**config.mk**
```make
export PLATFORM = sky130hd
export DESIGN_NAME = core_cdc_wrap
export DESIGN_NICKNAME = d
export VERILOG_FILES = /design/src/cdc_pkg.sv /design/src/cdc_dst_half.sv /design/src/cdc_src_half.sv /design/src/core_cdc_wrap.sv /design/src/master_port.sv /design/src/resp_err_counter.sv
export SDC_FILE = /design/constraint.sdc
export NUM_CORES = 1
export LEC_CHECK = 0
export ABC_CLOCK_PERIOD_IN_PS = 15700
export BUFFER_PORTS_ARGS = -buffer_cell sky130_fd_sc_hd__buf_2
export CAP_MARGIN = 5
export CORE_AREA = 2 2 433 435
export DETAILED_ROUTE_END_ITERATION = 7
export DIE_AREA = 0 0 435 437
export PLACE_DENSITY = 0.4
export SETUP_SLACK_MARGIN = 0.4
export SYNTH_ARGS = -nofsm -noshare
export SYNTH_HDL_FRONTEND = slang
export SYNTH_HIERARCHICAL = 1
export SYNTH_SLANG_ARGS = --single-unit
```
**constraint.sdc**
```tcl
create_clock -name clk_i -period 15.7 [get_ports clk_i]
set_input_delay 3.14 -clock clk_i [delete_from_list [all_inputs] [get_ports clk_i]]
set_output_delay 3.14 -clock clk_i [all_outputs]
set_load 0.02 [all_outputs]
```
**src/cdc_pkg.sv**
```systemverilog
// Shared widths, request/response payload types, AXI response codes and gray-code helpers
package cdc_pkg;

  // ******************************
  // Widths
  // ******************************
  localparam int unsigned ADDR_W    = 32;
  localparam int unsigned DATA_W    = 32;
  localparam int unsigned ID_W      = 4;
  localparam int unsigned RESP_W    = 2;
  localparam int unsigned ERR_CNT_W = 8;

  // Combined request word of 69 bits
  typedef struct packed {
    logic [ADDR_W-1:0] addr;
    logic [DATA_W-1:0] wdata;
    logic              we;
    logic [ID_W-1:0]   id;
  } req_t;

  // Combined response word of 38 bits
  typedef struct packed {
    logic [ID_W-1:0]   id;
    logic [DATA_W-1:0] rdata;
    logic [RESP_W-1:0] resp;
  } rsp_t;

  // AXI response encodings
  localparam logic [RESP_W-1:0] RESP_OKAY   = RESP_W'(0);
  localparam logic [RESP_W-1:0] RESP_EXOKAY = RESP_W'(1);
  localparam logic [RESP_W-1:0] RESP_SLVERR = RESP_W'(2);
  localparam logic [RESP_W-1:0] RESP_DECERR = RESP_W'(3);

  // ******************************
  // Gray helpers that callers truncate to pointer width
  // ******************************
  function automatic logic [31:0] bin2gray(input logic [31:0] bin);
    return bin ^ (bin >> 1);
  endfunction

  function automatic logic [31:0] gray2bin(input logic [31:0] gray);
    logic [31:0] bin;
    bin = gray;
    for (int i = 30; i >= 0; i--) begin
      bin[i] = bin[i+1] ^ gray[i];
    end
    return bin;
  endfunction

endpackage

```
**src/cdc_dst_half.sv**
```systemverilog
// Read half of a gray-pointer async FIFO; pops far-domain entries one per cycle with a valid strobe
`timescale 1ns/1ps

module cdc_dst_half #(
  parameter int unsigned LOG_DEPTH = 2,
  parameter type         payload_t = cdc_pkg::rsp_t
) (
  input  logic                                         clk_i,
  input  logic                                         rst_n_i,
  input  logic [LOG_DEPTH:0]                           wptr_i,
  input  logic [(2**LOG_DEPTH)*$bits(payload_t)-1:0]   data_i,
  output logic [LOG_DEPTH:0]                           rptr_o,
  output logic                                         pop_valid_o,
  output payload_t                                     payload_o
);
  import cdc_pkg::*;

  localparam int unsigned DEPTH     = 2**LOG_DEPTH;
  localparam int unsigned PAYLOAD_W = $bits(payload_t);

  typedef logic [LOG_DEPTH:0] ptr_t;

  payload_t entries [DEPTH];
  ptr_t     wptr_meta_q;
  ptr_t     wptr_sync_q;
  ptr_t     rbin_q;
  ptr_t     rgray_q;
  ptr_t     rbin_next;
  logic     pop;
  logic     valid_q;
  payload_t payload_q;

  // Unflatten the far storage
  for (genvar k = 0; k < DEPTH; k++) begin : g_unflat
    assign entries[k] = payload_t'(data_i[k*PAYLOAD_W +: PAYLOAD_W]);
  end

  // ******************************
  // Far write pointer synchronizer
  // ******************************
  always_ff @(posedge clk_i) begin
    if (!rst_n_i) begin
      wptr_meta_q <= '0;
      wptr_sync_q <= '0;
    end else begin
      wptr_meta_q <= wptr_i;
      wptr_sync_q <= wptr_meta_q;
    end
  end

  // Not empty means at least one entry to take
  assign pop       = (wptr_sync_q != rgray_q);
  assign rbin_next = rbin_q + ptr_t'(1);

  always_ff @(posedge clk_i) begin
    if (!rst_n_i) begin
      rbin_q  <= '0;
      rgray_q <= '0;
      valid_q <= 1'b0;
    end else begin
      valid_q <= pop;
      if (pop) begin
        rbin_q  <= rbin_next;
        rgray_q <= ptr_t'(bin2gray(32'(rbin_next)));
      end
    end
  end

  // Popped entry qualified by valid_q
  always_ff @(posedge clk_i) begin
    if (pop) begin
      payload_q <= entries[rbin_q[LOG_DEPTH-1:0]];
    end
  end

  assign rptr_o      = rgray_q;
  assign pop_valid_o = valid_q;
  assign payload_o   = payload_q;

endmodule

```
**src/cdc_src_half.sv**
```systemverilog
// Write half of a gray-pointer async FIFO; exposes storage and write pointer to the far domain
`timescale 1ns/1ps

module cdc_src_half #(
  parameter int unsigned LOG_DEPTH = 2,
  parameter type         payload_t = cdc_pkg::req_t
) (
  input  logic                                         clk_i,
  input  logic                                         rst_n_i,
  input  logic                                         push_i,
  input  payload_t                                     payload_i,
  output logic [LOG_DEPTH:0]                           wptr_o,
  output logic [(2**LOG_DEPTH)*$bits(payload_t)-1:0]   data_o,
  input  logic [LOG_DEPTH:0]                           rptr_i,
  output logic                                         overflow_o
);
  import cdc_pkg::*;

  localparam int unsigned DEPTH     = 2**LOG_DEPTH;
  localparam int unsigned PAYLOAD_W = $bits(payload_t);

  typedef logic [LOG_DEPTH:0] ptr_t;

  payload_t mem_q [DEPTH];
  ptr_t     wbin_q;
  ptr_t     wgray_q;
  ptr_t     wbin_next;
  ptr_t     rptr_meta_q;
  ptr_t     rptr_sync_q;
  ptr_t     rbin_sync;
  logic     full;
  logic     accept;
  logic     overflow_q;

  // ******************************
  // Far read pointer synchronizer
  // ******************************
  always_ff @(posedge clk_i) begin
    if (!rst_n_i) begin
      rptr_meta_q <= '0;
      rptr_sync_q <= '0;
    end else begin
      rptr_meta_q <= rptr_i;
      rptr_sync_q <= rptr_meta_q;
    end
  end

  // Full when the wrap bits differ and the index bits match
  assign rbin_sync = ptr_t'(gray2bin(32'(rptr_sync_q)));
  assign full      = (wbin_q[LOG_DEPTH] != rbin_sync[LOG_DEPTH]) &&
                     (wbin_q[LOG_DEPTH-1:0] == rbin_sync[LOG_DEPTH-1:0]);
  assign accept    = push_i && !full;
  assign wbin_next = wbin_q + ptr_t'(1);

  // ******************************
  // Write pointer and overflow
  // ******************************
  always_ff @(posedge clk_i) begin
    if (!rst_n_i) begin
      wbin_q     <= '0;
      wgray_q    <= '0;
      overflow_q <= 1'b0;
    end else begin
      if (accept) begin
        wbin_q  <= wbin_next;
        wgray_q <= ptr_t'(bin2gray(32'(wbin_next)));
      end
      // Sticky until reset
      if (push_i && full) begin
        overflow_q <= 1'b1;
      end
    end
  end

  // Storage array
  always_ff @(posedge clk_i) begin
    if (accept) begin
      mem_q[wbin_q[LOG_DEPTH-1:0]] <= payload_i;
    end
  end

  // Entry 0 sits in the low bits
  for (genvar k = 0; k < DEPTH; k++) begin : g_flat
    assign data_o[k*PAYLOAD_W +: PAYLOAD_W] = mem_q[k];
  end

  assign wptr_o     = wgray_q;
  assign overflow_o = overflow_q;

endmodule

```
**src/core_cdc_wrap.sv**
```systemverilog
// Core-side CDC top level with the data and cfi master ports exposed as loose gray-pointer FIFO ports
`timescale 1ns/1ps

module core_cdc_wrap #(
  parameter int unsigned LOG_DEPTH  = 2,
  localparam int unsigned REQ_DATA_W = (2**LOG_DEPTH)*$bits(cdc_pkg::req_t),
  localparam int unsigned RSP_DATA_W = (2**LOG_DEPTH)*$bits(cdc_pkg::rsp_t)
) (
  input  logic                          clk_i,
  input  logic                          rst_n_i,

  // ******************************
  // Data master
  // ******************************
  input  logic                          data_req_valid_i,
  input  cdc_pkg::req_t                 data_req_i,
  output logic                          data_rsp_valid_o,
  output cdc_pkg::rsp_t                 data_rsp_o,
  output logic [LOG_DEPTH:0]            data_req_wptr_o,
  output logic [REQ_DATA_W-1:0]         data_req_data_o,
  input  logic [LOG_DEPTH:0]            data_req_rptr_i,
  input  logic [LOG_DEPTH:0]            data_rsp_wptr_i,
  input  logic [RSP_DATA_W-1:0]         data_rsp_data_i,
  output logic [LOG_DEPTH:0]            data_rsp_rptr_o,
  output logic                          data_overflow_o,
  output logic [cdc_pkg::ERR_CNT_W-1:0] data_err_cnt_o,

  // ******************************
  // CFI master
  // ******************************
  input  logic                          cfi_req_valid_i,
  input  cdc_pkg::req_t                 cfi_req_i,
  output logic                          cfi_rsp_valid_o,
  output cdc_pkg::rsp_t                 cfi_rsp_o,
  output logic [LOG_DEPTH:0]            cfi_req_wptr_o,
  output logic [REQ_DATA_W-1:0]         cfi_req_data_o,
  input  logic [LOG_DEPTH:0]            cfi_req_rptr_i,
  input  logic [LOG_DEPTH:0]            cfi_rsp_wptr_i,
  input  logic [RSP_DATA_W-1:0]         cfi_rsp_data_i,
  output logic [LOG_DEPTH:0]            cfi_rsp_rptr_o,
  output logic                          cfi_overflow_o,
  output logic [cdc_pkg::ERR_CNT_W-1:0] cfi_err_cnt_o
);

  master_port #(
    .LOG_DEPTH ( LOG_DEPTH )
  ) data_port (
    .clk_i       ( clk_i            ),
    .rst_n_i     ( rst_n_i          ),
    .req_valid_i ( data_req_valid_i ),
    .req_i       ( data_req_i       ),
    .rsp_valid_o ( data_rsp_valid_o ),
    .rsp_o       ( data_rsp_o       ),
    .req_wptr_o  ( data_req_wptr_o  ),
    .req_data_o  ( data_req_data_o  ),
    .req_rptr_i  ( data_req_rptr_i  ),
    .rsp_wptr_i  ( data_rsp_wptr_i  ),
    .rsp_data_i  ( data_rsp_data_i  ),
    .rsp_rptr_o  ( data_rsp_rptr_o  ),
    .overflow_o  ( data_overflow_o  ),
    .err_cnt_o   ( data_err_cnt_o   )
  );

  // Second crossing independent of the data port
  master_port #(
    .LOG_DEPTH ( LOG_DEPTH )
  ) cfi_port (
    .clk_i       ( clk_i           ),
    .rst_n_i     ( rst_n_i         ),
    .req_valid_i ( cfi_req_valid_i ),
    .req_i       ( cfi_req_i       ),
    .rsp_valid_o ( cfi_rsp_valid_o ),
    .rsp_o       ( cfi_rsp_o       ),
    .req_wptr_o  ( cfi_req_wptr_o  ),
    .req_data_o  ( cfi_req_data_o  ),
    .req_rptr_i  ( cfi_req_rptr_i  ),
    .rsp_wptr_i  ( cfi_rsp_wptr_i  ),
    .rsp_data_i  ( cfi_rsp_data_i  ),
    .rsp_rptr_o  ( cfi_rsp_rptr_o  ),
    .overflow_o  ( cfi_overflow_o  ),
    .err_cnt_o   ( cfi_err_cnt_o   )
  );

endmodule

```
**src/master_port.sv**
```systemverilog
// One core master crossing with request FIFO write half, response FIFO read half and error counter
`timescale 1ns/1ps

module master_port #(
  parameter int unsigned LOG_DEPTH  = 2,
  localparam int unsigned REQ_DATA_W = (2**LOG_DEPTH)*$bits(cdc_pkg::req_t),
  localparam int unsigned RSP_DATA_W = (2**LOG_DEPTH)*$bits(cdc_pkg::rsp_t)
) (
  input  logic                          clk_i,
  input  logic                          rst_n_i,
  // Core side
  input  logic                          req_valid_i,
  input  cdc_pkg::req_t                 req_i,
  output logic                          rsp_valid_o,
  output cdc_pkg::rsp_t                 rsp_o,
  // Far side, request direction
  output logic [LOG_DEPTH:0]            req_wptr_o,
  output logic [REQ_DATA_W-1:0]         req_data_o,
  input  logic [LOG_DEPTH:0]            req_rptr_i,
  // Far side, response direction
  input  logic [LOG_DEPTH:0]            rsp_wptr_i,
  input  logic [RSP_DATA_W-1:0]         rsp_data_i,
  output logic [LOG_DEPTH:0]            rsp_rptr_o,
  // Status
  output logic                          overflow_o,
  output logic [cdc_pkg::ERR_CNT_W-1:0] err_cnt_o
);
  import cdc_pkg::*;

  // ******************************
  // Request crossing
  // ******************************
  cdc_src_half #(
    .LOG_DEPTH ( LOG_DEPTH ),
    .payload_t ( req_t     )
  ) i_req_src (
    .clk_i      ( clk_i       ),
    .rst_n_i    ( rst_n_i     ),
    .push_i     ( req_valid_i ),
    .payload_i  ( req_i       ),
    .wptr_o     ( req_wptr_o  ),
    .data_o     ( req_data_o  ),
    .rptr_i     ( req_rptr_i  ),
    .overflow_o ( overflow_o  )
  );

  // ******************************
  // Response crossing
  // ******************************
  cdc_dst_half #(
    .LOG_DEPTH ( LOG_DEPTH ),
    .payload_t ( rsp_t     )
  ) i_rsp_dst (
    .clk_i       ( clk_i       ),
    .rst_n_i     ( rst_n_i     ),
    .wptr_i      ( rsp_wptr_i  ),
    .data_i      ( rsp_data_i  ),
    .rptr_o      ( rsp_rptr_o  ),
    .pop_valid_o ( rsp_valid_o ),
    .payload_o   ( rsp_o       )
  );

  // Watches the same responses the core takes
  resp_err_counter #(
    .ERR_CNT_W ( ERR_CNT_W )
  ) i_err_cnt (
    .clk_i       ( clk_i       ),
    .rst_n_i     ( rst_n_i     ),
    .rsp_valid_i ( rsp_valid_o ),
    .resp_i      ( rsp_o.resp  ),
    .err_cnt_o   ( err_cnt_o   )
  );

endmodule

```
**src/resp_err_counter.sv**
```systemverilog
// Saturating count of delivered responses carrying SLVERR or DECERR
`timescale 1ns/1ps

module resp_err_counter #(
  parameter int unsigned ERR_CNT_W = cdc_pkg::ERR_CNT_W
) (
  input  logic                       clk_i,
  input  logic                       rst_n_i,
  input  logic                       rsp_valid_i,
  input  logic [cdc_pkg::RESP_W-1:0] resp_i,
  output logic [ERR_CNT_W-1:0]       err_cnt_o
);
  import cdc_pkg::*;

  logic [ERR_CNT_W-1:0] cnt_q;
  logic                 is_err;
  logic                 at_max;

  // Only the two error codes count
  assign is_err = rsp_valid_i && ((resp_i == RESP_SLVERR) || (resp_i == RESP_DECERR));
  assign at_max = &cnt_q;

  always_ff @(posedge clk_i) begin
    if (!rst_n_i) begin
      cnt_q <= '0;
    end else if (is_err && !at_max) begin
      cnt_q <= cnt_q + ERR_CNT_W'(1);
    end
  end

  assign err_cnt_o = cnt_q;

endmodule

```
== Word level (Yosys, flattened, before mapping) ==
Memories as Yosys holds them, arrays and structs flattened.
Cells that the tools add are included.
Word-level totals
  register bits: 144
  RAM bits: 552
  input port bits: 458
  output and inout port bits: 660
  logic and storage cells: 86
  memories kept: 2
Memories
  cfi_port.i_req_src.mem_q: depth 4, width 69, read ports 4, clocked after memory_dff 0, write ports 1, RTL line cdc_src_half.sv:24  | payload_t mem_q [DEPTH];
  data_port.i_req_src.mem_q: depth 4, width 69, read ports 4, clocked after memory_dff 0, write ports 1, RTL line cdc_src_half.sv:24
Operators by class
  $add $sub $neg: 6
  $lt $le $gt $ge: 2
  equality and inequality tests: 10
  muxes and demuxes: 10
  bitwise operators: 10
  reduce and logical (&&, ||, !) cells: 18
Operators with widths (number)
  38-bit binary-select mux with 2-bit select: 2
  38-bit 2-to-1 mux: 4
  8-bit by 1-bit adder with 8-bit output (second input constant): 2
  8-bit AND reduction: 2
  3-bit by 1-bit adder with 3-bit output (second input constant): 4
  3-bit by 2-bit bitwise XOR with 3-bit output: 4
  1-bit logical AND: 10
  2-bit equality test (second input constant): 4
  3-bit >= comparator (second input constant): 2
  3-bit inequality test: 2
  2-bit inverter with 3-bit output: 2
  2-bit equality test: 2
  1-bit zero test: 4
  1-bit 2-to-1 mux: 4
  1-bit bitwise XOR: 4
  1-bit logical OR: 2
  1-bit inequality test: 2

== Depth between registers and ports, before layout ==
Gate-level depths: netlist of run 1.
  word-level depth: 8
  gate-level depth with buffers: 6
  gate-level depth less buffers: 6

== Hierarchy ==
Netlist of run 1, hierarchy kept.
By module, submodules not included
  cdc_src_half: instances 2, cells an instance 341, area an instance 8899.8 um2, sequential area each 8528.2 um2
  cdc_dst_half: instances 2, cells an instance 133, area an instance 2553.7 um2, sequential area each 1381.3 um2
  resp_err_counter: instances 2, cells an instance 46, area an instance 394.1 um2, sequential area each 160.2 um2

== Worst setup path after synthesis of run 1 ==
Ideal clock, no wire load.
  kind: input -> register
  start point: in cfi_req_valid_i
  end point: mem cfi_port/i_req_src/mem_q[3][0] (netlist bit) (enable)
  setup time: 581 ps
  data arrival time: 7953 ps
  data required time: 15119 ps
  path slack: 7165 ps
  stages on the path: 2
  buffers on the path: 0
  cells stage by stage: inv_1 -> nor3_1
On the way
  cells in the longest elaborated chain, start to end: 3
Ends and longest elaborated chain
  from (decl): RTL line core_cdc_wrap.sv:31  | input logic cfi_req_valid_i,
  1-bit logical AND: RTL line cdc_src_half.sv:52  | assign accept = push_i && !full;
  1-bit 2-to-1 mux: RTL line cdc_src_half.sv:77  | if (accept) begin
  1-bit 2-to-1 mux (not written as such): RTL line cdc_src_half.sv:78  | mem_q[wbin_q[LOG_DEPTH-1:0]] <= payload_i;
  to (decl): RTL line cdc_src_half.sv:24
Every way passes these cells.

== Worst setup path after layout of run 1 ==
  start point: in data_req_valid_i
  end point: mem data_port/i_req_src/mem_q[1][53] (netlist bit) (enable)
On the way
  cells in the longest elaborated chain, start to end: 3
Ends and longest elaborated chain
  from (decl): RTL line core_cdc_wrap.sv:15  | input logic data_req_valid_i,
  1-bit logical AND: RTL line cdc_src_half.sv:52
  1-bit 2-to-1 mux: RTL line cdc_src_half.sv:77
  1-bit 2-to-1 mux (not written as such): RTL line cdc_src_half.sv:78
  to (decl): RTL line cdc_src_half.sv:24
Every way passes these cells.

==> results of run 1 <==
==> worst max-delay path by stage <==
stage                                       startpoint                          endpoint  slack (ns)  cells after the start
after detailed placement              data_req_valid_i  data_port/i_req_src/mem_q[1][30]       10.17                      5
final                                 data_req_valid_i  data_port/i_req_src/mem_q[1][53]       10.96                      5
after global placement                data_req_valid_i   data_port/i_req_src/mem_q[1][9]       10.17                      5
after global routing                  data_req_valid_i   data_port/i_req_src/mem_q[1][3]       10.85                      5
after floorplan                        cfi_req_valid_i    cfi_port/i_req_src/mem_q[3][0]        7.17                      2
after CTS                 cfi_port/i_req_src/wbin_q[2]                 cfi_req_wptr_o[2]       10.90                      1
==> flip-flops by register name, indices dropped and copies added (netlist names), 3 cells and up <==
name                             count
cfi_port/i_req_src/wbin_q            3
data_port/i_err_cnt/err_cnt_o        8
cfi_port/i_err_cnt/err_cnt_o         8
data_port/i_rsp_dst/wptr_sync_q      3
cfi_port/i_rsp_dst/wptr_meta_q       3
data_port/i_req_src/rptr_meta_q      3
data_port/i_rsp_dst/wptr_meta_q      3
data_port/i_req_src/wbin_q           3
data_port/i_rsp_dst/payload_o       38
cfi_port/i_req_src/mem_q           276
cfi_port/i_rsp_dst/wptr_sync_q       3
cfi_port/i_req_src/rptr_sync_q       3
cfi_port/i_req_src/rptr_meta_q       3
data_port/i_req_src/mem_q          276
cfi_port/i_rsp_dst/payload_o        38
cfi_port/i_rsp_dst/rbin_q            3
data_port/i_rsp_dst/rbin_q           3
data_port/i_req_src/rptr_sync_q      3
==> where the power goes <==
part / internal, mW / switching [mW] / leakage (nW)
Clock: 1.02 / 0.827 / 1.25
Combinational: 0.348 / 0.618 / 5.62
Sequential: 2.26 / 0.0982 / 6.33
==> metal layers <==
layer | share of wire | up-vias | global-route usage
li1 | - | 6613 | -
met1 | 0.40 | 7746 | 0.119
met2 | 0.50 | 657 | 0.169
met3 | 0.073 | 148 | 0.0324
met4 | 0.024 | 24 | 0.0314
met5 | 0.0018 | - | 0
==> cell usage after synthesis (6+ instances only) <==
cell type,count,area [um^2]
nor2_1,8,30.0
nand2_1,30,113
xnor2_1,16,140
buf_2,6,30.0
clkbuf_1,8,30.0
a21oi_1,12,60.1
dfxtp_1,64,1280
inv_1,18,67.6
edfxtp_1,628,18900
nor3_1,18,90.1
xor2_1,8,70.1
ha_1,12,150
and2_1,30,188
buf_4,12,90.1
o31ai_1,8,60.1
mux2i_1,10,100
nand3_1,10,50.1
o211ai_1,6,45.0
mux4_2,76,1710
==> cells in the final DEF (no fill, tap or decap), types with 3 or more instances in the layout <==
| cell | Yosys | routed |
|---|---|---|
| mux4_2 | 76 | 76 |
| o211ai_1 | 6 | 6 |
| xnor2_1 | 16 | 16 |
| bufinv_16 | 0 | 3 |
| o21a_1 | 4 | 4 |
| nand4_1 | 4 | 4 |
| buf_2 | 6 | 1117 |
| dfxtp_1 | 64 | 61 |
| nor2_1 | 8 | 8 |
| ha_1 | 12 | 12 |
| a21oi_1 | 12 | 12 |
| diode_2 | 0 | 11 |
| nand3_1 | 10 | 8 |
| and2_1 | 30 | 24 |
| clkinv_2 | 0 | 17 |
| o21ai_0 | 4 | 4 |
| inv_6 | 0 | 4 |
| o31ai_1 | 8 | 8 |
| clkbuf_16 | 0 | 80 |
| xor2_1 | 8 | 8 |
| and2_4 | 0 | 6 |
| or4_1 | 4 | 4 |
| edfxtp_1 | 628 | 628 |
| dfxtp_2 | 0 | 3 |
| clkbuf_8 | 0 | 3 |
| clkbuf_1 | 8 | 18 |
| mux2i_1 | 10 | 10 |
| a31oi_1 | 4 | 4 |
| nand2_1 | 30 | 30 |
| clkinvlp_4 | 0 | 3 |
| inv_16 | 0 | 3 |
| clkinv_16 | 0 | 3 |
| inv_1 | 18 | 18 |
| nor3_1 | 18 | 16 |
| buf_4 | 12 | 16 |
| clkinv_1 | 0 | 12 |
==> per-stage QoR <==
| stage | util | area (um^2) | worst slack, ns | total power [mW] |
|---|---|---|---|---|
| 2_1_floorplan | - | 23700 | 7.17 | 2.95 |
| 3_3_place_gp | 0.175 | 32400 | 10.17 | 3.40 |
| 3_5_place_dp | 0.175 | 32400 | 10.17 | 3.40 |
| 4_1_cts | 0.189 | 35000 | 10.90 | 5.29 |
| 5_1_grt | 0.189 | 35000 | 10.85 | 5.41 |
| 6_report | 0.189 | 35000 | 10.96 | 5.17 |
==> cell families after synthesis <==
group           synth area share
fa+ha+maj                0.00634
compound gates            0.0149
xor+xnor                  0.0108
buf+inv                  0.00919
mux                       0.0765
simple gates              0.0324
flops                      0.850
==> area by class of cell <==
| type | count | share of cell area |
|---|---|---|
| inverters | 18 | 0.00193 |
| repair buffers | 1133 | 0.163 |
| flip-flops and latches | 692 | 0.576 |
| well taps | 2480 | 0.0887 |
| clock inverters | 47 | 0.0129 |
| clock buffers | 101 | 0.0603 |
| diodes | 11 | 0.000787 |
| multi-input cells | 304 | 0.0964 |
==> critical path: stages <==
cell	delay (ns)
buf_2	0.10
inv_1	0.09
nor3_4	0.49
and2_4	0.48
buf_4	0.64
==> metrics.yaml, run 1 <==
critical_path:
  critPathCaptureType: "flop"
  critical_path_arrival_ns: 5.06
  startpoint_type: "input port"
  r2r_end: "data_port/i_req_src/mem_q[1][53]"
  worstSetupPathType: "input port to flop"
  r2r_setup_slack_ns: 12.79
  rr_worst_depth: 5
  reg2reg_from: "data_port/i_req_src/wbin_q[1]"
  worst_ep_required_time_ns: 16.02
  critPathMaxFanout: 48
drt:
  vias_per_cell: 3.17
  drc: 0
  drt_first_pass_iters: 7
  vias: 15188
  ant_nets: 0
  initialDrtViolationCount: 950
  wl_per_cell_um: 20.7
  routed_wl_um: 98900
pwr:
  peakVddDrop_uv: 83.7
  p_per_area_nw_per_um2: 148
  p_leak_nw: 13.2
yosys:
  synth_fp_nets: 1510
  synth_seq_cells: 692
  dominantRegCellSynth: "edfxtp_1"
  async_flop_share: 0
  syn_area_um2: 23700
  synth_edf_count: 628
  ys_types: 44
  synth.avg_cell_area_um2: 22.8
  synth_seq_area_share: 0.850
  synth_cells: 1040
  ys_warn_count: 6
timing:
  fmax_mhz: 211
  hold_viol: 0
  slew-limit-headroom: 0.286
  finalMaxSlewViolations: 0
  timing.hold.ws_ns: 0.430
  final-setup-viol-count: 0
  worst_pin_slew_ns: 1.07
  clock_skew_ns: 0.0574
  rsz0062_at_grt: "no"
  tns_ns: 0
  post-route-period-util: 0.302
  period_minus_slack_ns: 4.74
cells_and_area:
  multi_input_area_um2: 3370
  seqCellArea_um2: 20100
  n_fill_cell: 20130
  drive_gt1_frac: 0.588
  area_growth_pct: 47.7
  stdcell_count: 4786
  layout.nets: 2699
clock_network:
  cts_made_buffers: 80
  htreeDepth: 3
  postCtsSetupBuffers: 0
  cts_hold_buf: 0
  cts_buffer_depth: 3
  clk_pin_slew_ns: 0.06
  cts-root-buf: "clkbuf_16"
  cts_tree: "yes"
  ctsResizeCount: 0
  clock_sinks: 692
  insertion_delay_ns: 0.72
floorplan:
  fp.dieH_um: 437
  core_area_um2: 185000
  io_pins: 1118
  die_area_um2: 190000
  num_rows: 158
  start_util: 0.128
  die_x_um: 435
hold_path:
  min_to: "cfi_port/i_req_src/rptr_sync_q[1]"
  worstHoldStart: "cfi_port/i_req_src/rptr_meta_q[1]"
  holdPathStages: 1
  hold_path.class: "flop to flop"
grt:
  track_usage: 0.0996
  grt-ovfl-total: 0
  grt_pass1_vias: 15302
  antenna_found_initial: 47
  grt_pass1_wl_um: 131000
  grt_max_degree: 64
place:
  dp_hpwl_um: 77100
  io_buffers: 1117
  placed_cells: 4627
  place.gp.congestion: 0.903
flow_run:
  max_cap_viol_count: 0
run_status:
  run_status: "completed"
Note: power is estimated with default switching activity, not from simulation.
==> run 2: changes to the inputs <==
Settings changed: ABC_AREA set to 1, ABC_CLOCK_PERIOD_IN_PS 15700 to 4200, CORE_AREA 2 2 433 435 to 2 2 438 440, DIE_AREA 0 0 435 437 to 0 0 440 442, PLACE_DENSITY 0.4 to 0.41.
Clock period 15.7 ns to 4.2 ns, I/O delays scaled along.
==> run 2 against run 1 <==
  * Sequential share of layout area shrank 1.2 points
  * First-iteration DRC count grew 25%
  * Count of clock-buffer cells in the layout grew 3
==> metrics.yaml, run 2 <==
yosys:
  synth_fp_nets: 1992  # was 1,510
  ys_types: 32  # was 44
  ys_warn_count: 6  # unchanged
  syn_area_um2: 24300  # was 23,700 um^2
  synth_top_area_frac: 0.776  # was 0.796
  synth_seq_cells: 692  # unchanged
  dominantRegCellSynth: "edfxtp_1"  # unchanged
  synth_edf_count: 628  # unchanged
  synth_seq_area_share: 0.829  # was 0.850
  synth_top_cells_by_count: "628 x edfxtp_1, 186 x nor2_1, 140 x nand2_1, 140 x o21ai_0"  # was 628 x edfxtp_1, 76 x mux4_2, 64 x dfxtp_1
  synthTopCellsByArea: "edfxtp_1 78%, dfxtp_1 5.3%, o21ai_0 2.9%"  # was edfxtp_1 80%, mux4_2 7.2%, dfxtp_1 5.4%
  yosysMostFrequentCell: "edfxtp_1"  # unchanged
  synth.avg_cell_area_um2: 16.0  # was 22.8 um^2
  synth_cells: 1522  # was 1,040
  async_flop_share: 0  # unchanged
  synth_area_leader_cell: "edfxtp_1"  # unchanged
clock_network:
  cts_made_buffers: 84  # was 80
  clock_sinks: 692  # unchanged
  cts_buffer_depth: 3  # unchanged
  cts-root-buf: "clkbuf_16"  # unchanged
  cts_hold_buf: 0  # unchanged
  ctsResizeCount: 0  # unchanged
  htreeDepth: 3  # unchanged
  cts_tree: "yes"  # unchanged
  postCtsSetupBuffers: 0  # unchanged
  insertion_delay_ns: 0.70  # was 0.72 ns
  clk_pin_slew_ns: 0.06  # about the same
place:
  place.gp.congestion: 0.935  # was 0.903
  place_ws_ns: 1.56  # was 10.17 ns
  io_buffers: 1117  # unchanged
  dp_hpwl_um: 80200  # was 77,100 um
cells_and_area:
  final_cell_mix: "1,117 x buf_2, 628 x edfxtp_1, 178 x nor2_1"  # was 1,117 x buf_2, 628 x edfxtp_1, 80 x clkbuf_16
  layout.nets: 3148  # was 2,699
  multi_input_area_um2: 3430  # was 3370 um^2
  drive_gt1_frac: 0.483  # was 0.588
  final_common_cell: "buf_2"  # unchanged
  seqCellArea_um2: 20100  # unchanged
  n_fill_cell: 20724  # was 20,130
  area_growth_pct: 46.9  # was 47.7%
critical_path:
  worstSetupPathType: "flop to flop"  # was input port to flop
  worst_ep_required_time_ns: 4.58  # was 16.02 ns
  reg2reg_from: "data_port/i_req_src/wbin_q[0]"  # was data_port/i_req_src/wbin_q[1]
  critical_path_arrival_ns: 2.84  # was 5.06 ns
  r2r_setup_slack_ns: 1.73  # was 12.79 ns
  startpoint_type: "flop"  # was input port
  critPathCaptureType: "flop"  # unchanged
  rr_worst_depth: 9  # was 5
  critPathMaxFanout: 28  # was 48
  r2r_end: "data_port/i_req_src/mem_q[3][48]"  # was data_port/i_req_src/mem_q[1][53]
floorplan:
  num_rows: 160  # was 158
  die_area_um2: 194000  # was 190,000 um^2
  fp.dieH_um: 442  # was 437 um
  die_x_um: 440  # was 435 um
  start_util: 0.128  # about the same
  io_pins: 1118  # unchanged
  core_area_um2: 190000  # was 185,000 um^2
pwr:
  p_leak_nw: 13.9  # was 13.2 nW
  p_per_area_nw_per_um2: 572  # was 148 nW/um^2
  finalPower_mw: 20.4  # was 5.17 mW
  peakVddDrop_uv: 237  # was 83.7 uV
drt:
  vias: 17392  # was 15,188
  wl_per_cell_um: 20.0  # was 20.7 um
  ant_nets: 0  # unchanged
  highest_layer: "met5"  # unchanged
  wl_met2_um: 55200  # was 49,400 um
  route.met3.wl_um: 5940  # was 7240 um
  drc: 0  # unchanged
  initialDrtViolationCount: 1189  # was 950
  met1_length_um: 40600  # was 39,700 um
  drt_first_pass_iters: 5  # was 7
  vias_per_cell: 3.30  # was 3.17
  routed_wl_um: 105000  # was 98,900 um
timing:
  fin_ws_ns: 1.73  # was 10.96 ns
  fmax_mhz: 405
  worst_pin_slew_ns: 0.998  # was 1.07 ns
  final-setup-viol-count: 0  # unchanged
  tns_ns: 0  # unchanged
  period_minus_slack_ns: 2.47
  timing.hold.ws_ns: 0.315  # was 0.430 ns
  finalMaxSlewViolations: 0  # unchanged
  post-route-period-util: 0.587
  rsz0062_at_grt: "no"  # unchanged
  clock_skew_ns: 0.0259  # was 0.0574 ns
  slew-limit-headroom: 0.333  # was 0.286
  hold_viol: 0  # unchanged
hold_path:
  holdPathStages: 3  # was 1
  hold_path.class: "input port to flop"  # was flop to flop
  worstHoldStart: "cfi_rsp_wptr_i[1]"  # was cfi_port/i_req_src/rptr_meta_q[1]
  min_to: "cfi_port/i_rsp_dst/wptr_meta_q[1]"  # was cfi_port/i_req_src/rptr_sync_q[1]
flow_run:
  max_cap_viol_count: 0  # unchanged
grt:
  grt-ovfl-total: 0  # unchanged
  grt_pass1_wl_um: 138000  # was 131,000 um
  antenna_found_initial: 32  # was 47
  track_usage: 0.102  # was 0.0996
  grt_max_degree: 81  # was 64
  grt_pass1_vias: 16551  # was 15,302
run_status:
  run_status: "completed"  # unchanged
-- run 2: worst max path at each step --
| stage | from | cells after the start | slack [ns] | end |
|---|---|---|---|---|
| finish | data_port/i_req_src/wbin_q[0] | 9 | 1.73 | data_port/i_req_src/mem_q[3][48] |
| global route | data_port/i_req_src/wbin_q[0] | 9 | 1.52 | data_port/i_req_src/mem_q[3][48] |
| CTS | cfi_port/i_rsp_dst/payload_o[1] | 1 | 1.56 | cfi_rsp_o[1] |
| detailed placement | data_req_valid_i | 4 | 1.56 | data_port/i_req_src/mem_q[3][53] |
| global placement | data_req_valid_i | 4 | 1.59 | data_port/i_req_src/mem_q[3][52] |
| floorplan | cfi_req_valid_i | 3 | -0.28 | cfi_port/i_req_src/mem_q[0][0] |
-- run 2: area by class of cell --
type                            count  area share
Antenna cell                        8    0.000561
Tap cell                         2511      0.0880
Sequential cell                   692       0.564
Clock inverter                     50      0.0158
Inverter                           86     0.00918
Multi-Input combinational cell    680      0.0961
Clock buffer                      104      0.0627
Timing Repair Buffer             1134       0.164
-- run 2: critical path, cell delays in order (launching register included) --
cell,delay [ns]
dfxtp_1,0.44
inv_2,0.10
nand2_2,0.08
nand2_1,0.06
nand2_2,0.08
nand2_4,0.06
nand2_4,0.11
nand2_4,0.13
nor2_4,0.77
buf_12,0.27
-- run 2: metrics by stage --
| stage | instances | util | instance area [um^2] |
|---|---|---|---|
| finish | 5265 | 0.188 | 35700 |
| floorplan | 1522 | - | 24300 |
| global placement | 5103 | 0.173 | 32900 |
| global route | 5260 | 0.188 | 35700 |
| CTS | 5257 | 0.188 | 35700 |
| detailed placement | 5103 | 0.173 | 32900 |
-- run 2: layer usage --
metal,GRT usage,vias up
met5,0,-
met4,0.0364,10
met3,0.0224,172
met2,0.187,692
met1,0.116,8658
li1,-,7860
-- run 2: power breakdown --
part,switching [mW],internal [mW],total [mW]
logic,2.97,1.15,4.12
registers,0.409,8.46,8.87
clock network,3.21,4.23,7.44
-- run 2: kinds of logic (layout without fill, tap and decap cells) --
family | Yosys count | count (layout) | share of synthesized area
flops | 692 | 692 | 0.829
other cells | 0 | 8 | 0
xor+xnor | 8 | 8 | 0.00350
simple gates | 408 | 408 | 0.0730
fa+ha+maj | 12 | 12 | 0.00618
buf+inv | 150 | 1374 | 0.0326
compound gates | 252 | 252 | 0.0561
==> run 3: changes to the inputs <==
Settings changed: ABC_AREA 1 to 0, ABC_CLOCK_PERIOD_IN_PS 4200 to 2190, CORE_AREA 2 2 438 440 to 2 2 432 434, DIE_AREA 0 0 440 442 to 0 0 434 436.
Clock period 4.2 ns to 2.19 ns, I/O delays scaled along.
==> run 3 against run 2 <==
  * Cell area is 13% higher
  * Worst setup slack worse by 1.5 ns
  * Total power grew 92%
  * Worst hold slack got worse by 0.23 ns
  * Global-route usage is 0.84 points higher
  * Die area fell by 2.7%
  * Largest cell class unchanged
  * Critical path depth fell by 1
  * Highest routed layer unchanged
  * Sequential power grew 93%
  * Count of clock-buffer cells in the layout increased by 4
  * Clock skew about the same
  * Via count down 4.2%
==> metrics.yaml, run 3 (synthesis results as in run 1) <==
critical_path:
  reg2reg_from: "cfi_port/i_req_src/wbin_q[2]"  # was data_port/i_req_src/wbin_q[0]
  cp_common_cell: "buf_6"  # was nand2_4
  startpoint_type: "flop"  # unchanged
  cpPeakStageDelay_ns: 0.37  # was 0.77 ns
  rr_worst_depth: 8  # was 9
  crit_path_top_delay_cell: "dfxtp_4"  # was nor2_4
  worst_ep_required_time_ns: 2.59  # was 4.58 ns
  r2r_end: "cfi_port/i_req_src/mem_q[3][21]"  # was data_port/i_req_src/mem_q[3][48]
  critical_path_arrival_ns: 2.39  # was 2.84 ns
  crit_chain: "buf_6 > nand4b_1 > a21oi_4 > or2_4 > nor3_4 > buf_6 > buf_12 > clkbuf_16"  # was inv_2 > nand2_2 > nand2_1 > nand2_2 > nand2_4 > nand2_4 > nand2_4 > nor2_4 > buf_12
  worstSetupPathType: "flop to flop"  # unchanged
  r2r_setup_slack_ns: 0.20  # was 1.73 ns
  critPathMaxFanout: 6  # was 28
  critPathCaptureType: "flop"  # unchanged
timing:
  finalMaxSlewViolations: 0  # unchanged
  worst_pin_slew_ns: 0.641  # was 0.998 ns
  slew-limit-headroom: 0.573  # was 0.333
  fin_ws_ns: 0.197  # was 1.73 ns
  clock_skew_ns: 0.0258  # was 0.0259 ns
  period_minus_slack_ns: 1.99  # was 2.47 ns
  final-setup-viol-count: 0  # unchanged
  rsz0062_at_grt: "yes"  # was no
  hold_viol: 0  # unchanged
  fmax_mhz: 502  # was 405 MHz
  post-route-period-util: 0.910  # was 0.587
cells_and_area:
  stdcell_area_um2: 40400  # was 35,700 um^2
  drive_gt1_frac: 0.600  # was 0.483
  area_growth_pct: 70.6  # was 46.9%
  final_common_cell: "buf_2"  # unchanged
  n_fill_cell: 19578  # was 20,724
  layout.nets: 3020  # was 3,148
  multi_input_area_um2: 3520  # was 3430 um^2
  stdcell_count: 5103  # was 5,265
  final_cell_mix: "991 x buf_2, 628 x edfxtp_1, 143 x dlygate4sd3_1"  # was 1,117 x buf_2, 628 x edfxtp_1, 178 x nor2_1
  seqCellArea_um2: 20200  # was 20,100 um^2
pwr:
  p_sw_frac: 0.294  # was 0.322
  p_comb_frac: 0.223  # was 0.202
  seqPwrFrac: 0.436  # was 0.434
  p_switching_mw: 11.5  # was 6.59 mW
  internal_power_mw: 27.7  # was 13.8 mW
  p_per_area_nw_per_um2: 970  # was 572 nW/um^2
  p_leak_nw: 15.5  # was 13.9 nW
  peakVddDrop_uv: 497  # was 237 uV
  p_clk_frac: 0.341  # was 0.364
floorplan:
  core_area_um2: 185000  # was 190,000 um^2
  num_rows: 158  # was 160
  start_util: 0.128  # about the same
  io_pins: 1118  # unchanged
  fp.dieH_um: 436  # was 442 um
  die_area_um2: 189000  # was 194,000 um^2
  die_x_um: 434  # was 440 um
grt:
  track_usage: 0.111  # was 0.102
  grt-ovfl-total: 0  # unchanged
  grt_pass1_vias: 16839  # was 16,551
  grt_pass1_wl_um: 144000  # was 138,000 um
  grt_max_degree: 40  # was 81
  antenna_found_initial: 41  # was 32
flow_run:
  max_cap_viol_count: 0  # unchanged
drt:
  routed_wl_um: 112000  # was 105,000 um
  drt_first_pass_iters: 4  # was 5
  wl_per_cell_um: 21.9  # was 20.0 um
  vias: 16669  # was 17,392
  vias_per_cell: 3.27  # was 3.30
  drc: 0  # unchanged
  initialDrtViolationCount: 1088  # was 1,189
  ant_nets: 0  # unchanged
hold_path:
  holdPathStages: 3  # unchanged
  min_to: "cfi_port/i_req_src/overflow_o"  # was cfi_port/i_rsp_dst/wptr_meta_q[1]
  worstHoldStart: "cfi_req_valid_i"  # was cfi_rsp_wptr_i[1]
  hold_path.class: "input port to flop"  # unchanged
place:
  placed_cells: 4677  # was 5,103
  place.gp.congestion: 0.896  # was 0.935
  dp_hpwl_um: 84800  # was 80,200 um
  io_buffers: 1117  # unchanged
  place_ws_ns: 0.0623  # was 1.56 ns
  placed_area_um2: 33100  # was 32,900 um^2
clock_network:
  cts-root-buf: "clkbuf_16"  # unchanged
  cts_buffer_depth: 3  # unchanged
  clk_pin_slew_ns: 0.06  # about the same
  htreeDepth: 3  # unchanged
  insertion_delay_ns: 0.69  # was 0.70 ns
  clock_sinks: 692  # unchanged
  cts_tree: "yes"  # unchanged
  cts_made_buffers: 80  # was 84
run_status:
  run_status: "completed"  # unchanged
run 3: cell types whose count changed in the layout (fill, tap and decap cells not counted), sizes merged, moves of 70 or more:
cell | before | now
buf | 1134 | 1296
mux4 | 0 | 76
dlygate4sd3 | 0 | 143
nand2 | 158 | 30
inv | 92 | 22
o22ai | 76 | 0
o21ai | 154 | 6
nor2 | 206 | 8
run 3: metal layers:
metal | GRT usage | vias up | part of all wire
li1 | - | 7303 | -
met1 | 0.129 | 8482 | 0.39
met2 | 0.197 | 672 | 0.52
met3 | 0.0293 | 178 | 0.063
met4 | 0.0314 | 34 | 0.026
met5 | 0 | - | 0.0020
run 3: critical path, delay by kind of cell, from the launching register on:
family	cells	cell delay [ns]
buf+inv	4	0.59
simple gates	3	0.63
flops	1	0.37
compound gates	1	0.10
run 3: layout make-up:
type	count	share of cell area
diodes	10	0.000619
clock buffers	108	0.0534
clock inverters	37	0.0107
inverters	18	0.00167
multi-input cells	307	0.0871
flip-flops and latches	692	0.500
well taps	2480	0.0768
repair buffers	1451	0.270
run 3: through the flow:
stage                      util  hold slack (ns)  power [mW]  TNS, ns
final                     0.219           0.0840        39.2        0
after global routing      0.219           0.0391        40.7        0
after CTS                 0.215          0.00162        39.7        0
after detailed placement  0.179            0.425        24.8        0
after global placement    0.179            0.426        24.8        0
after floorplan               -            0.406        21.1  -116.83
run 3: worst max path at each step:
stage	startpoint	endpoint	slack (ns)	cells past startpoint
2_1_floorplan	cfi_port/i_req_src/wbin_q[2]	cfi_port/i_req_src/mem_q[3][0]	-0.85	4
3_3_place_gp	data_req_valid_i	data_port/i_req_src/mem_q[2][41]	0.09	5
3_5_place_dp	data_req_valid_i	data_port/i_req_src/mem_q[2][41]	0.06	5
4_1_cts	data_port/i_req_src/mem_q[0][59]	data_req_data_o[59]	0.19	1
5_1_grt	cfi_port/i_req_src/wbin_q[2]	cfi_port/i_req_src/mem_q[3][21]	0.12	8
6_report	cfi_port/i_req_src/wbin_q[2]	cfi_port/i_req_src/mem_q[3][21]	0.20	8
run 3: power groups by stage:
stage	Sequential [mW]	Combinational, mW	Clock [mW]
6_report	17.1	8.75	13.4
3_5_place_dp	17.3	7.53	0
4_1_cts	17.1	8.74	13.9
2_1_floorplan	18.5	2.65	0
3_3_place_gp	17.3	7.50	0
5_1_grt	17.2	9.25	14.3
run 3: what timing repair did:
item	4_1_cts	5_1_grt
endpoints found under the hold margin	525	0
gates cloned	29	15
setup endpoints to repair	639	641
gates resized for setup	379	45
setup buffers	69	15
pin swaps	10	7
hold buffers	143	0
